--- config.mk ---
export PLATFORM = sky130hd
export DESIGN_NAME = pipe_cpu
export DESIGN_NICKNAME = d
export VERILOG_FILES = /design/src/pipe_cpu_pkg.sv /design/src/decode_stage.sv /design/src/execute_stage.sv /design/src/fetch_stage.sv /design/src/memory_stage.sv /design/src/pipe_cpu.sv
export SDC_FILE = /design/constraint.sdc
export NUM_CORES = 2
export LEC_CHECK = 0
export ABC_AREA = 1
export BUFFER_PORTS_ARGS = -buffer_cell sky130_fd_sc_hd__clkbuf_2
export CORE_UTILIZATION = 35
export DETAILED_ROUTE_END_ITERATION = 7
export PLACE_DENSITY = 0.48
export SYNTH_ARGS = -nofsm -noshare
export SYNTH_HDL_FRONTEND = slang
export SYNTH_SLANG_ARGS = --single-unit
--- constraint.sdc ---
create_clock -name clk_i -period 9.71 [get_ports clk_i]
set_input_delay 1.942 -clock clk_i [delete_from_list [all_inputs] [get_ports clk_i]]
set_output_delay 1.942 -clock clk_i [all_outputs]
set_load 0.02 [all_outputs]
--- src/pipe_cpu_pkg.sv ---
package pipe_cpu_pkg;

    localparam int XLEN       = 32;
    localparam int REG_ADDR_W = 5;

    typedef logic [XLEN-1:0]       word_t;
    typedef logic [REG_ADDR_W-1:0] reg_idx_t;

    // Stores here drive the red LEDs instead of data memory
    localparam word_t LED_ADDR = 32'h0000_0100;

    typedef enum logic [6:0] {
        OP     = 7'b0110011,
        OP_IMM = 7'b0010011,
        LOAD   = 7'b0000011,
        STORE  = 7'b0100011,
        BRANCH = 7'b1100011,
        JAL    = 7'b1101111
    } opcode_e;

    typedef enum logic [1:0] {
        ALU_ADD,
        ALU_SUB,
        ALU_AND,
        ALU_OR
    } alu_op_e;

    // Instruction formats, MSB first
    typedef struct packed {
        logic [6:0] funct7;
        reg_idx_t   rs2;
        reg_idx_t   rs1;
        logic [2:0] funct3;
        reg_idx_t   rd;
        opcode_e    opcode;
    } r_fmt_t;

    typedef struct packed {
        logic [11:0] imm;
        reg_idx_t    rs1;
        logic [2:0]  funct3;
        reg_idx_t    rd;
        opcode_e     opcode;
    } i_fmt_t;

    typedef struct packed {
        logic [6:0] imm_hi;
        reg_idx_t   rs2;
        reg_idx_t   rs1;
        logic [2:0] funct3;
        logic [4:0] imm_lo;
        opcode_e    opcode;
    } s_fmt_t;

    typedef struct packed {
        logic       imm_12;
        logic [5:0] imm_10_5;
        reg_idx_t   rs2;
        reg_idx_t   rs1;
        logic [2:0] funct3;
        logic [3:0] imm_4_1;
        logic       imm_11;
        opcode_e    opcode;
    } b_fmt_t;

    typedef struct packed {
        logic       imm_20;
        logic [9:0] imm_10_1;
        logic       imm_11;
        logic [7:0] imm_19_12;
        reg_idx_t   rd;
        opcode_e    opcode;
    } j_fmt_t;

    typedef union packed {
        r_fmt_t r_fmt;
        i_fmt_t i_fmt;
        s_fmt_t s_fmt;
        b_fmt_t b_fmt;
        j_fmt_t j_fmt;
    } insn_u;

    typedef struct packed {
        logic  valid;
        word_t pc;
        insn_u insn;
    } if_id_t;

    typedef struct packed {
        logic     valid;
        word_t    pc;
        reg_idx_t rs1;
        reg_idx_t rs2;
        reg_idx_t rd;
        word_t    rs1_data;
        word_t    rs2_data;
        word_t    imm;
        alu_op_e  alu_op;
        logic     use_imm;
        logic     rd_wren;
        logic     mem_rden;
        logic     mem_wren;
        logic     is_br;
        logic     br_ne;
        logic     is_jal;
    } id_ex_t;

    typedef struct packed {
        logic     valid;
        word_t    pc;
        reg_idx_t rd;
        word_t    alu_data;
        word_t    st_data;
        word_t    br_target;
        word_t    link;
        logic     rd_wren;
        logic     mem_rden;
        logic     mem_wren;
        logic     taken;
    } ex_mem_t;

    typedef struct packed {
        logic     valid;
        word_t    pc;
        reg_idx_t rd;
        logic     rd_wren;
        word_t    rd_data;
    } mem_wb_t;

    typedef struct packed {
        logic  flush;
        word_t target;
    } redirect_t;

endpackage
--- src/decode_stage.sv ---
module decode_stage (
    input  logic                  clk_i,
    input  logic                  rst_ni,
    input  pipe_cpu_pkg::if_id_t  if_id_i,
    input  pipe_cpu_pkg::mem_wb_t wb_i,
    input  logic                  flush_i,
    output logic                  stall_o,
    output pipe_cpu_pkg::id_ex_t  id_ex_o
);
    import pipe_cpu_pkg::*;

    insn_u  insn;
    id_ex_t dec;
    logic   legal;
    logic   uses_rs1;
    logic   uses_rs2;
    word_t  regs [32];
    word_t  rs1_rdata;
    word_t  rs2_rdata;

    assign insn = if_id_i.insn;

    // x0 reads zero, a write in flight from MEM/WB is seen at once
    function automatic word_t rf_read(reg_idx_t idx);
        if (idx == '0) begin
            return '0;
        end
        if (wb_i.rd_wren && wb_i.rd == idx) begin
            return wb_i.rd_data;
        end
        return regs[idx];
    endfunction

    always_comb begin
        rs1_rdata = rf_read(insn.r_fmt.rs1);
        rs2_rdata = rf_read(insn.r_fmt.rs2);
    end

    always_ff @(posedge clk_i) begin
        if (wb_i.rd_wren && wb_i.rd != '0) begin
            regs[wb_i.rd] <= wb_i.rd_data;
        end
    end

    always_comb begin
        dec      = '0;
        legal    = 1'b0;
        uses_rs1 = 1'b0;
        uses_rs2 = 1'b0;
        case (insn.r_fmt.opcode)
            OP: begin
                uses_rs1    = 1'b1;
                uses_rs2    = 1'b1;
                dec.rd_wren = 1'b1;
                case (insn.r_fmt.funct3)
                    3'b000: begin
                        legal      = insn.r_fmt.funct7 inside {7'b0000000, 7'b0100000};
                        dec.alu_op = insn.r_fmt.funct7[5] ? ALU_SUB : ALU_ADD;
                    end
                    3'b110: begin
                        legal      = insn.r_fmt.funct7 == 7'b0000000;
                        dec.alu_op = ALU_OR;
                    end
                    3'b111: begin
                        legal      = insn.r_fmt.funct7 == 7'b0000000;
                        dec.alu_op = ALU_AND;
                    end
                    default: legal = 1'b0;
                endcase
            end
            OP_IMM, LOAD: begin
                // ADDI or LW, both add a sign-extended 12-bit offset
                legal        = insn.i_fmt.funct3 == ((insn.i_fmt.opcode == LOAD) ? 3'b010 : 3'b000);
                uses_rs1     = 1'b1;
                dec.use_imm  = 1'b1;
                dec.rd_wren  = 1'b1;
                dec.mem_rden = insn.i_fmt.opcode == LOAD;
                dec.imm      = {{20{insn.i_fmt.imm[11]}}, insn.i_fmt.imm};
            end
            STORE: begin
                legal        = insn.s_fmt.funct3 == 3'b010;
                uses_rs1     = 1'b1;
                uses_rs2     = 1'b1;
                dec.use_imm  = 1'b1;
                dec.mem_wren = 1'b1;
                dec.imm      = {{20{insn.s_fmt.imm_hi[6]}}, insn.s_fmt.imm_hi, insn.s_fmt.imm_lo};
            end
            BRANCH: begin
                legal     = insn.b_fmt.funct3 inside {3'b000, 3'b001};
                uses_rs1  = 1'b1;
                uses_rs2  = 1'b1;
                dec.is_br = 1'b1;
                dec.br_ne = insn.b_fmt.funct3[0];
                dec.imm   = {{19{insn.b_fmt.imm_12}}, insn.b_fmt.imm_12, insn.b_fmt.imm_11,
                             insn.b_fmt.imm_10_5, insn.b_fmt.imm_4_1, 1'b0};
            end
            JAL: begin
                legal       = 1'b1;
                dec.rd_wren = 1'b1;
                dec.is_jal  = 1'b1;
                dec.imm     = {{11{insn.j_fmt.imm_20}}, insn.j_fmt.imm_20, insn.j_fmt.imm_19_12,
                               insn.j_fmt.imm_11, insn.j_fmt.imm_10_1, 1'b0};
            end
            default: legal = 1'b0;
        endcase

        dec.valid = if_id_i.valid && legal;
        // Anything outside the subset passes down as a harmless bubble
        if (!dec.valid) begin
            dec.rd_wren  = 1'b0;
            dec.mem_rden = 1'b0;
            dec.mem_wren = 1'b0;
            dec.is_br    = 1'b0;
            dec.is_jal   = 1'b0;
        end
        dec.pc       = if_id_i.pc;
        dec.rs1      = uses_rs1 ? insn.r_fmt.rs1 : '0;
        dec.rs2      = uses_rs2 ? insn.r_fmt.rs2 : '0;
        dec.rd       = dec.rd_wren ? insn.r_fmt.rd : '0;
        dec.rs1_data = rs1_rdata;
        dec.rs2_data = rs2_rdata;
    end

    // Load in ID/EX feeding the instruction right behind it
    assign stall_o = id_ex_o.valid && id_ex_o.mem_rden && id_ex_o.rd != '0 && dec.valid &&
                     ((dec.rs1 == id_ex_o.rd) || (dec.rs2 == id_ex_o.rd));

    always_ff @(posedge clk_i or negedge rst_ni) begin
        if (!rst_ni) begin
            id_ex_o <= '0;
        end else if (flush_i || stall_o) begin
            id_ex_o <= '0;
        end else begin
            id_ex_o <= dec;
        end
    end

    // The held IF/ID word must be dropped by the flush, not decoded again
    a_no_wr_on_stall_flush: assert property (@(posedge clk_i) disable iff (!rst_ni)
        (stall_o && flush_i) |=> !dec.rd_wren);

endmodule

--- src/execute_stage.sv ---
module execute_stage (
    input  logic                  clk_i,
    input  logic                  rst_ni,
    input  pipe_cpu_pkg::id_ex_t  id_ex_i,
    input  pipe_cpu_pkg::ex_mem_t ex_mem_fb_i,
    input  pipe_cpu_pkg::mem_wb_t wb_i,
    input  logic                  flush_i,
    output pipe_cpu_pkg::ex_mem_t ex_mem_o
);
    import pipe_cpu_pkg::*;

    word_t   ex_fwd_data;
    word_t   opa;
    word_t   opb;
    word_t   rs2_fwd;
    word_t   alu_res;
    logic    taken;
    ex_mem_t nxt;

    // A JAL in EX/MEM writes its link, not the ALU result
    assign ex_fwd_data = ex_mem_fb_i.taken ? ex_mem_fb_i.link : ex_mem_fb_i.alu_data;

    // Youngest producer first, loads in EX/MEM are covered by the stall
    function automatic word_t fwd(reg_idx_t rs, word_t rf_val);
        if (rs == '0) begin
            return rf_val;
        end
        if (ex_mem_fb_i.rd_wren && !ex_mem_fb_i.mem_rden && ex_mem_fb_i.rd == rs) begin
            return ex_fwd_data;
        end
        if (wb_i.rd_wren && wb_i.rd == rs) begin
            return wb_i.rd_data;
        end
        return rf_val;
    endfunction

    always_comb begin
        opa     = fwd(id_ex_i.rs1, id_ex_i.rs1_data);
        rs2_fwd = fwd(id_ex_i.rs2, id_ex_i.rs2_data);
        opb     = id_ex_i.use_imm ? id_ex_i.imm : rs2_fwd;
        case (id_ex_i.alu_op)
            ALU_ADD: alu_res = opa + opb;
            ALU_SUB: alu_res = opa - opb;
            ALU_AND: alu_res = opa & opb;
            ALU_OR:  alu_res = opa | opb;
            default: alu_res = opa + opb;
        endcase
    end

    // BEQ and BNE share the comparator, br_ne flips the sense
    assign taken = id_ex_i.valid &&
                   (id_ex_i.is_jal || (id_ex_i.is_br && ((opa == rs2_fwd) ^ id_ex_i.br_ne)));

    always_comb begin
        nxt           = '0;
        nxt.valid     = id_ex_i.valid;
        nxt.pc        = id_ex_i.pc;
        nxt.rd        = id_ex_i.rd;
        nxt.alu_data  = alu_res;
        nxt.st_data   = rs2_fwd;
        nxt.br_target = id_ex_i.pc + id_ex_i.imm;
        nxt.link      = id_ex_i.pc + 32'd4;
        nxt.rd_wren   = id_ex_i.rd_wren;
        nxt.mem_rden  = id_ex_i.mem_rden;
        nxt.mem_wren  = id_ex_i.mem_wren;
        nxt.taken     = taken;
    end

    always_ff @(posedge clk_i or negedge rst_ni) begin
        if (!rst_ni) begin
            ex_mem_o <= '0;
        end else if (flush_i) begin
            ex_mem_o <= '0;
        end else begin
            ex_mem_o <= nxt;
        end
    end

    a_target_aligned: assert property (@(posedge clk_i) disable iff (!rst_ni)
        ex_mem_o.taken |-> ex_mem_o.br_target[1:0] == 2'b00);

endmodule

--- src/fetch_stage.sv ---
module fetch_stage (
    input  logic                    clk_i,
    input  logic                    rst_ni,
    input  logic                    stall_i,
    input  pipe_cpu_pkg::redirect_t redirect_i,
    output pipe_cpu_pkg::word_t     imem_addr_o,
    input  pipe_cpu_pkg::word_t     imem_rdata_i,
    output pipe_cpu_pkg::if_id_t    if_id_o
);
    import pipe_cpu_pkg::*;

    word_t pc_q;
    word_t pc_next;

    assign imem_addr_o = pc_q;

    // Redirect wins over a load-use hold
    always_comb begin
        if (redirect_i.flush) begin
            pc_next = redirect_i.target;
        end else if (stall_i) begin
            pc_next = pc_q;
        end else begin
            pc_next = pc_q + 32'd4;
        end
    end

    always_ff @(posedge clk_i or negedge rst_ni) begin
        if (!rst_ni) begin
            pc_q <= '0;
        end else begin
            pc_q <= pc_next;
        end
    end

    // IF/ID register
    always_ff @(posedge clk_i or negedge rst_ni) begin
        if (!rst_ni) begin
            if_id_o <= '0;
        end else if (redirect_i.flush) begin
            if_id_o <= '0;
        end else if (!stall_i) begin
            if_id_o.valid <= 1'b1;
            if_id_o.pc    <= pc_q;
            if_id_o.insn  <= imem_rdata_i;
        end
    end

endmodule

--- src/memory_stage.sv ---
module memory_stage #(
    parameter int DMEM_WORDS = 64
) (
    input  logic                    clk_i,
    input  logic                    rst_ni,
    input  pipe_cpu_pkg::ex_mem_t   ex_mem_i,
    output pipe_cpu_pkg::redirect_t redirect_o,
    output pipe_cpu_pkg::mem_wb_t   mem_wb_o,
    output pipe_cpu_pkg::word_t     io_ledr_o
);
    import pipe_cpu_pkg::*;

    localparam int IDX_W = $clog2(DMEM_WORDS);

    word_t            dmem [DMEM_WORDS];
    logic [IDX_W-1:0] dmem_idx;
    logic             is_led;
    word_t            ld_data;
    word_t            rd_data;

    // Word addressed, upper address bits alias
    assign dmem_idx = ex_mem_i.alu_data[IDX_W+1:2];
    assign is_led   = ex_mem_i.alu_data == LED_ADDR;
    assign ld_data  = is_led ? io_ledr_o : dmem[dmem_idx];

    always_ff @(posedge clk_i) begin
        if (ex_mem_i.mem_wren && !is_led) begin
            dmem[dmem_idx] <= ex_mem_i.st_data;
        end
    end

    always_ff @(posedge clk_i or negedge rst_ni) begin
        if (!rst_ni) begin
            io_ledr_o <= '0;
        end else if (ex_mem_i.mem_wren && is_led) begin
            io_ledr_o <= ex_mem_i.st_data;
        end
    end

    // Taken branch or JAL resolves here
    assign redirect_o.flush  = ex_mem_i.valid && ex_mem_i.taken;
    assign redirect_o.target = ex_mem_i.br_target;

    // Only a JAL both writes rd and is taken
    assign rd_data = ex_mem_i.mem_rden ? ld_data :
                     ex_mem_i.taken    ? ex_mem_i.link : ex_mem_i.alu_data;

    always_ff @(posedge clk_i or negedge rst_ni) begin
        if (!rst_ni) begin
            mem_wb_o <= '0;
        end else begin
            mem_wb_o.valid   <= ex_mem_i.valid;
            mem_wb_o.pc      <= ex_mem_i.pc;
            mem_wb_o.rd      <= ex_mem_i.rd;
            mem_wb_o.rd_wren <= ex_mem_i.rd_wren;
            mem_wb_o.rd_data <= rd_data;
        end
    end

    a_rd_wr_exclusive: assert property (@(posedge clk_i) disable iff (!rst_ni)
        !(ex_mem_i.mem_rden && ex_mem_i.mem_wren));

endmodule

--- src/pipe_cpu.sv ---
module pipe_cpu #(
    parameter int DMEM_WORDS = 64
) (
    input  logic                clk_i,
    input  logic                rst_ni,
    output pipe_cpu_pkg::word_t imem_addr_o,
    input  pipe_cpu_pkg::word_t imem_rdata_i,
    output pipe_cpu_pkg::word_t io_ledr_o,
    output pipe_cpu_pkg::word_t pc_debug_o,
    output logic                insn_vld_o
);
    import pipe_cpu_pkg::*;

    if_id_t    if_id;
    id_ex_t    id_ex;
    ex_mem_t   ex_mem;
    mem_wb_t   mem_wb;
    redirect_t redirect;
    logic      stall;

    fetch_stage i_fetch_stage (
        .clk_i        (clk_i),
        .rst_ni       (rst_ni),
        .stall_i      (stall),
        .redirect_i   (redirect),
        .imem_addr_o  (imem_addr_o),
        .imem_rdata_i (imem_rdata_i),
        .if_id_o      (if_id)
    );

    decode_stage i_decode_stage (
        .clk_i   (clk_i),
        .rst_ni  (rst_ni),
        .if_id_i (if_id),
        .wb_i    (mem_wb),
        .flush_i (redirect.flush),
        .stall_o (stall),
        .id_ex_o (id_ex)
    );

    execute_stage i_execute_stage (
        .clk_i       (clk_i),
        .rst_ni      (rst_ni),
        .id_ex_i     (id_ex),
        .ex_mem_fb_i (ex_mem),
        .wb_i        (mem_wb),
        .flush_i     (redirect.flush),
        .ex_mem_o    (ex_mem)
    );

    memory_stage #(
        .DMEM_WORDS (DMEM_WORDS)
    ) i_memory_stage (
        .clk_i      (clk_i),
        .rst_ni     (rst_ni),
        .ex_mem_i   (ex_mem),
        .redirect_o (redirect),
        .mem_wb_o   (mem_wb),
        .io_ledr_o  (io_ledr_o)
    );

    // Retire view straight off MEM/WB
    assign pc_debug_o = mem_wb.pc;
    assign insn_vld_o = mem_wb.valid;

endmodule

==> results.cfg <==
[global_routing]
grt_max_degree = 186
grt_usage_pct = 24.95
antenna_found_initial = 36
grt_pass1_wl_microns = 796000
grt_pass1_vias = 101800
grt_overflow = 0

[clocking]
post_cts_resized = 0
cts.htree.levels = 5
clkTransAtPathRegs_ns = 0.06
cts_tree = done
clk_root_buffer_cell = clkbuf_16
cts_made_buffers = 397
cts.sinks = 3582
clk_latency_ns = 1.02
post_cts_buffers = 0
cts_max_path_buffers = 4
cts_hold_repair.buffers = 0

[outcome]
outcome = finished clean

[floorplan]
initial_core_util_pct = 35.14
rows = 243
die_x_microns = 664.7
chipHeight_microns = 664.7
core_sq_mm = 0.4375
io_pins = 131
die_area_sq_mm = 0.4419

[detailed_routing]
wl_microns = 568900
vias = 108300
drtAntennaViolNets = 0
drt_iter0_drc = 12410
drt-pass1-iter-count = 6
routedWlPerCell_microns = 29.32
viasPerCell = 5.582
route.detailed.drc = 0

[yosys]
synth.area.top_cells = edfxtp_1 (60%), dfrtp_1 (8.3%), nand2_1 (5.4%), a21oi_1 (3.4%), o21ai_0 (3.4%)
netlist_instances = 13300
synth_top_cell_by_area = edfxtp_1
synth_seq_cells = 3582
synthTopCellsByCount = edfxtp_1 (3072), nand2_1 (2202), a21oi_1 (1051)
synth_edf_count = 3072
synthArstFlopShare_pct = 14.24
synth_top_area_share_pct = 60.01
synth_area_per_cell_sq_um = 11.56
yosysMostFrequentCell = edfxtp_1
ys_seq_area_share_pct = 68.31
synth-main-ff-cell = edfxtp_1
yosysUniqueCellTypes = 73
synth_area_sq_mm = 0.1537
ys_warn_count = 0

[critical_path]
start_kind = flip-flop
end_kind = flip-flop
rr_startpoint = i_execute_stage.ex_mem_o[2]
reg2reg_slack_ns = 3.07
crit_type = flip-flop to flip-flop
cpLargestDelayFamily = simple AND/OR/NAND/NOR gates
path_buf_inv = 2
cp.required_ns = 10.62
critPathMostFrequentCell = nand2_1
arrival_ns = 7.55
ff2ff_path_depth = 26
slowest_stage = inv_2
critPathMaxStageDelay_ns = 0.77
r2r-end = i_execute_stage.ex_mem_o[125]
critPathMaxFanout = 65

[placement]
dp_hpwl_microns = 338000
gp_congestion = 0.9313
place_area_sq_mm = 0.1619
port_buffers = 130

[finish]
fillCellCount = 41650
finalNetCount = 13420
drive_gt1_share_pct = 9.977
area_growth_pct = 13.32
postLayoutCellArea_sq_mm = 0.1742

[sta]
period_minus_slack_ns = 6.642
hold_viol = 0
setup_tns_ns = 0
period_share_pct = 68.41
maxSlewViolCount = 0
rsz0062_at_grt = false
slew_headroom_pct = 4.990
setup_viol = 0
tightest_slew_ns = 1.414
fmax_mhz = 150.5
finClkSkew_ns = 0.1169

[power_and_ir_drop]
p_per_area_mw_per_mm2 = 242.7
ir_drop_mv = 0.2275
power.leakage_nw = 61.87

[hold_path]
min_from = i_execute_stage.ex_mem_o[154]
min_to = i_memory_stage.mem_wb_o[55]
hold_path_depth = 0
min_path_type = flip-flop to flip-flop

[flow_run]
cap_violations = 0
==> where the power goes <==
| group | internal, W | switching [W] |
|---|---|---|
| Clock | 0.00821 | 0.00634 |
| Sequential | 0.0177 | 0.000411 |
| Combinational | 0.00217 | 0.00740 |
==> cell families after synthesis <==
logic type	synth area share [%]
xor+xnor	0.4615
fa+ha+maj	0.5714
flops	68.31
simple gates	11.72
compound gates	13.75
buf+inv	4.906
other cells	0.002439
mux	0.2735
==> through the flow <==
stage	cells	worst slack [ns]	util (%)	hold WS (ns)	power [W]
finish	19400	3.068	39.82	0.3412	0.04228
global route	19390	2.602	39.81	0.3534	0.04345
CTS	19390	3.142	39.81	0.3461	0.04247
detailed placement	18670	3.182	37.00	0.3347	0.02800
global placement	18670	3.111	37.00	0.3330	0.02803
floorplan	13330	5.586	-	0.3312	0.02277
==> area by class of cell <==
cell class,count,area (sq um),area share [%]
Multi-Input combinational cell,7837,42130,24.18
Clock inverter,179,1490,0.8555
Clock buffer,536,10810,6.204
Timing Repair Buffer,463,3461,1.987
Inverter,1035,3973,2.280
Sequential cell,3582,105100,60.34
Tap cell,5757,7203,4.135
Antenna cell,12,30.03,0.01724
==> how the worst max path moves through the flow <==
stage | start | cells past startpoint | to | slack (ns)
6_report | i_execute_stage.ex_mem_o[2] | 26 | i_execute_stage.ex_mem_o[125] | 3.07
5_1_grt | i_execute_stage.ex_mem_o[2] | 29 | i_execute_stage.ex_mem_o[125] | 2.60
4_1_cts | i_execute_stage.ex_mem_o[2] | 26 | i_execute_stage.ex_mem_o[125] | 3.14
3_5_place_dp | i_execute_stage.ex_mem_o[2] | 26 | i_execute_stage.ex_mem_o[125] | 3.18
3_3_place_gp | i_execute_stage.ex_mem_o[2] | 26 | i_execute_stage.ex_mem_o[125] | 3.11
2_1_floorplan | i_memory_stage.mem_wb_o[36] | 35 | i_execute_stage.ex_mem_o[130] | 5.59
==> state kept, by name, summed over array words and instances, names as in the netlist <==
register and flops:
i_fetch_stage.if_id_o 65, i_memory_stage.dmem 2048, i_memory_stage.io_ledr_o 32, i_decode_stage.id_ex_o 142, i_fetch_stage.imem_addr_o 32, i_decode_stage.regs 1024
i_memory_stage.mem_wb_o 71, i_execute_stage.ex_mem_o 168
==> placed cells by master (no fill, tap or decap), types with 311 or more instances in the layout <==
cell type and instances:
a21oi_1 1051, a22oi_1 316, clkbuf_16 406, dfrtp_1 457, edfxtp_1 3072, inv_1 979
nand2_1 2201, nand3_1 653, nor2_1 621, o211ai_1 311, o21ai_0 1041
==> routing by layer <==
metal | part of all wire (%) | up-vias | routed length, microns | global-route usage [%]
met3 | 6.3 | 923 | 35810 | 2.897
met4 | 4.0 | 6 | 22910 | 8.980
met1 | 43 | 54840 | 244700 | 34.62
met5 | 0.0072 | - | 41 | 0
met2 | 47 | 4059 | 265400 | 40.38
li1 | - | 48470 | - | -
Power figures use the tool's default switching activity.
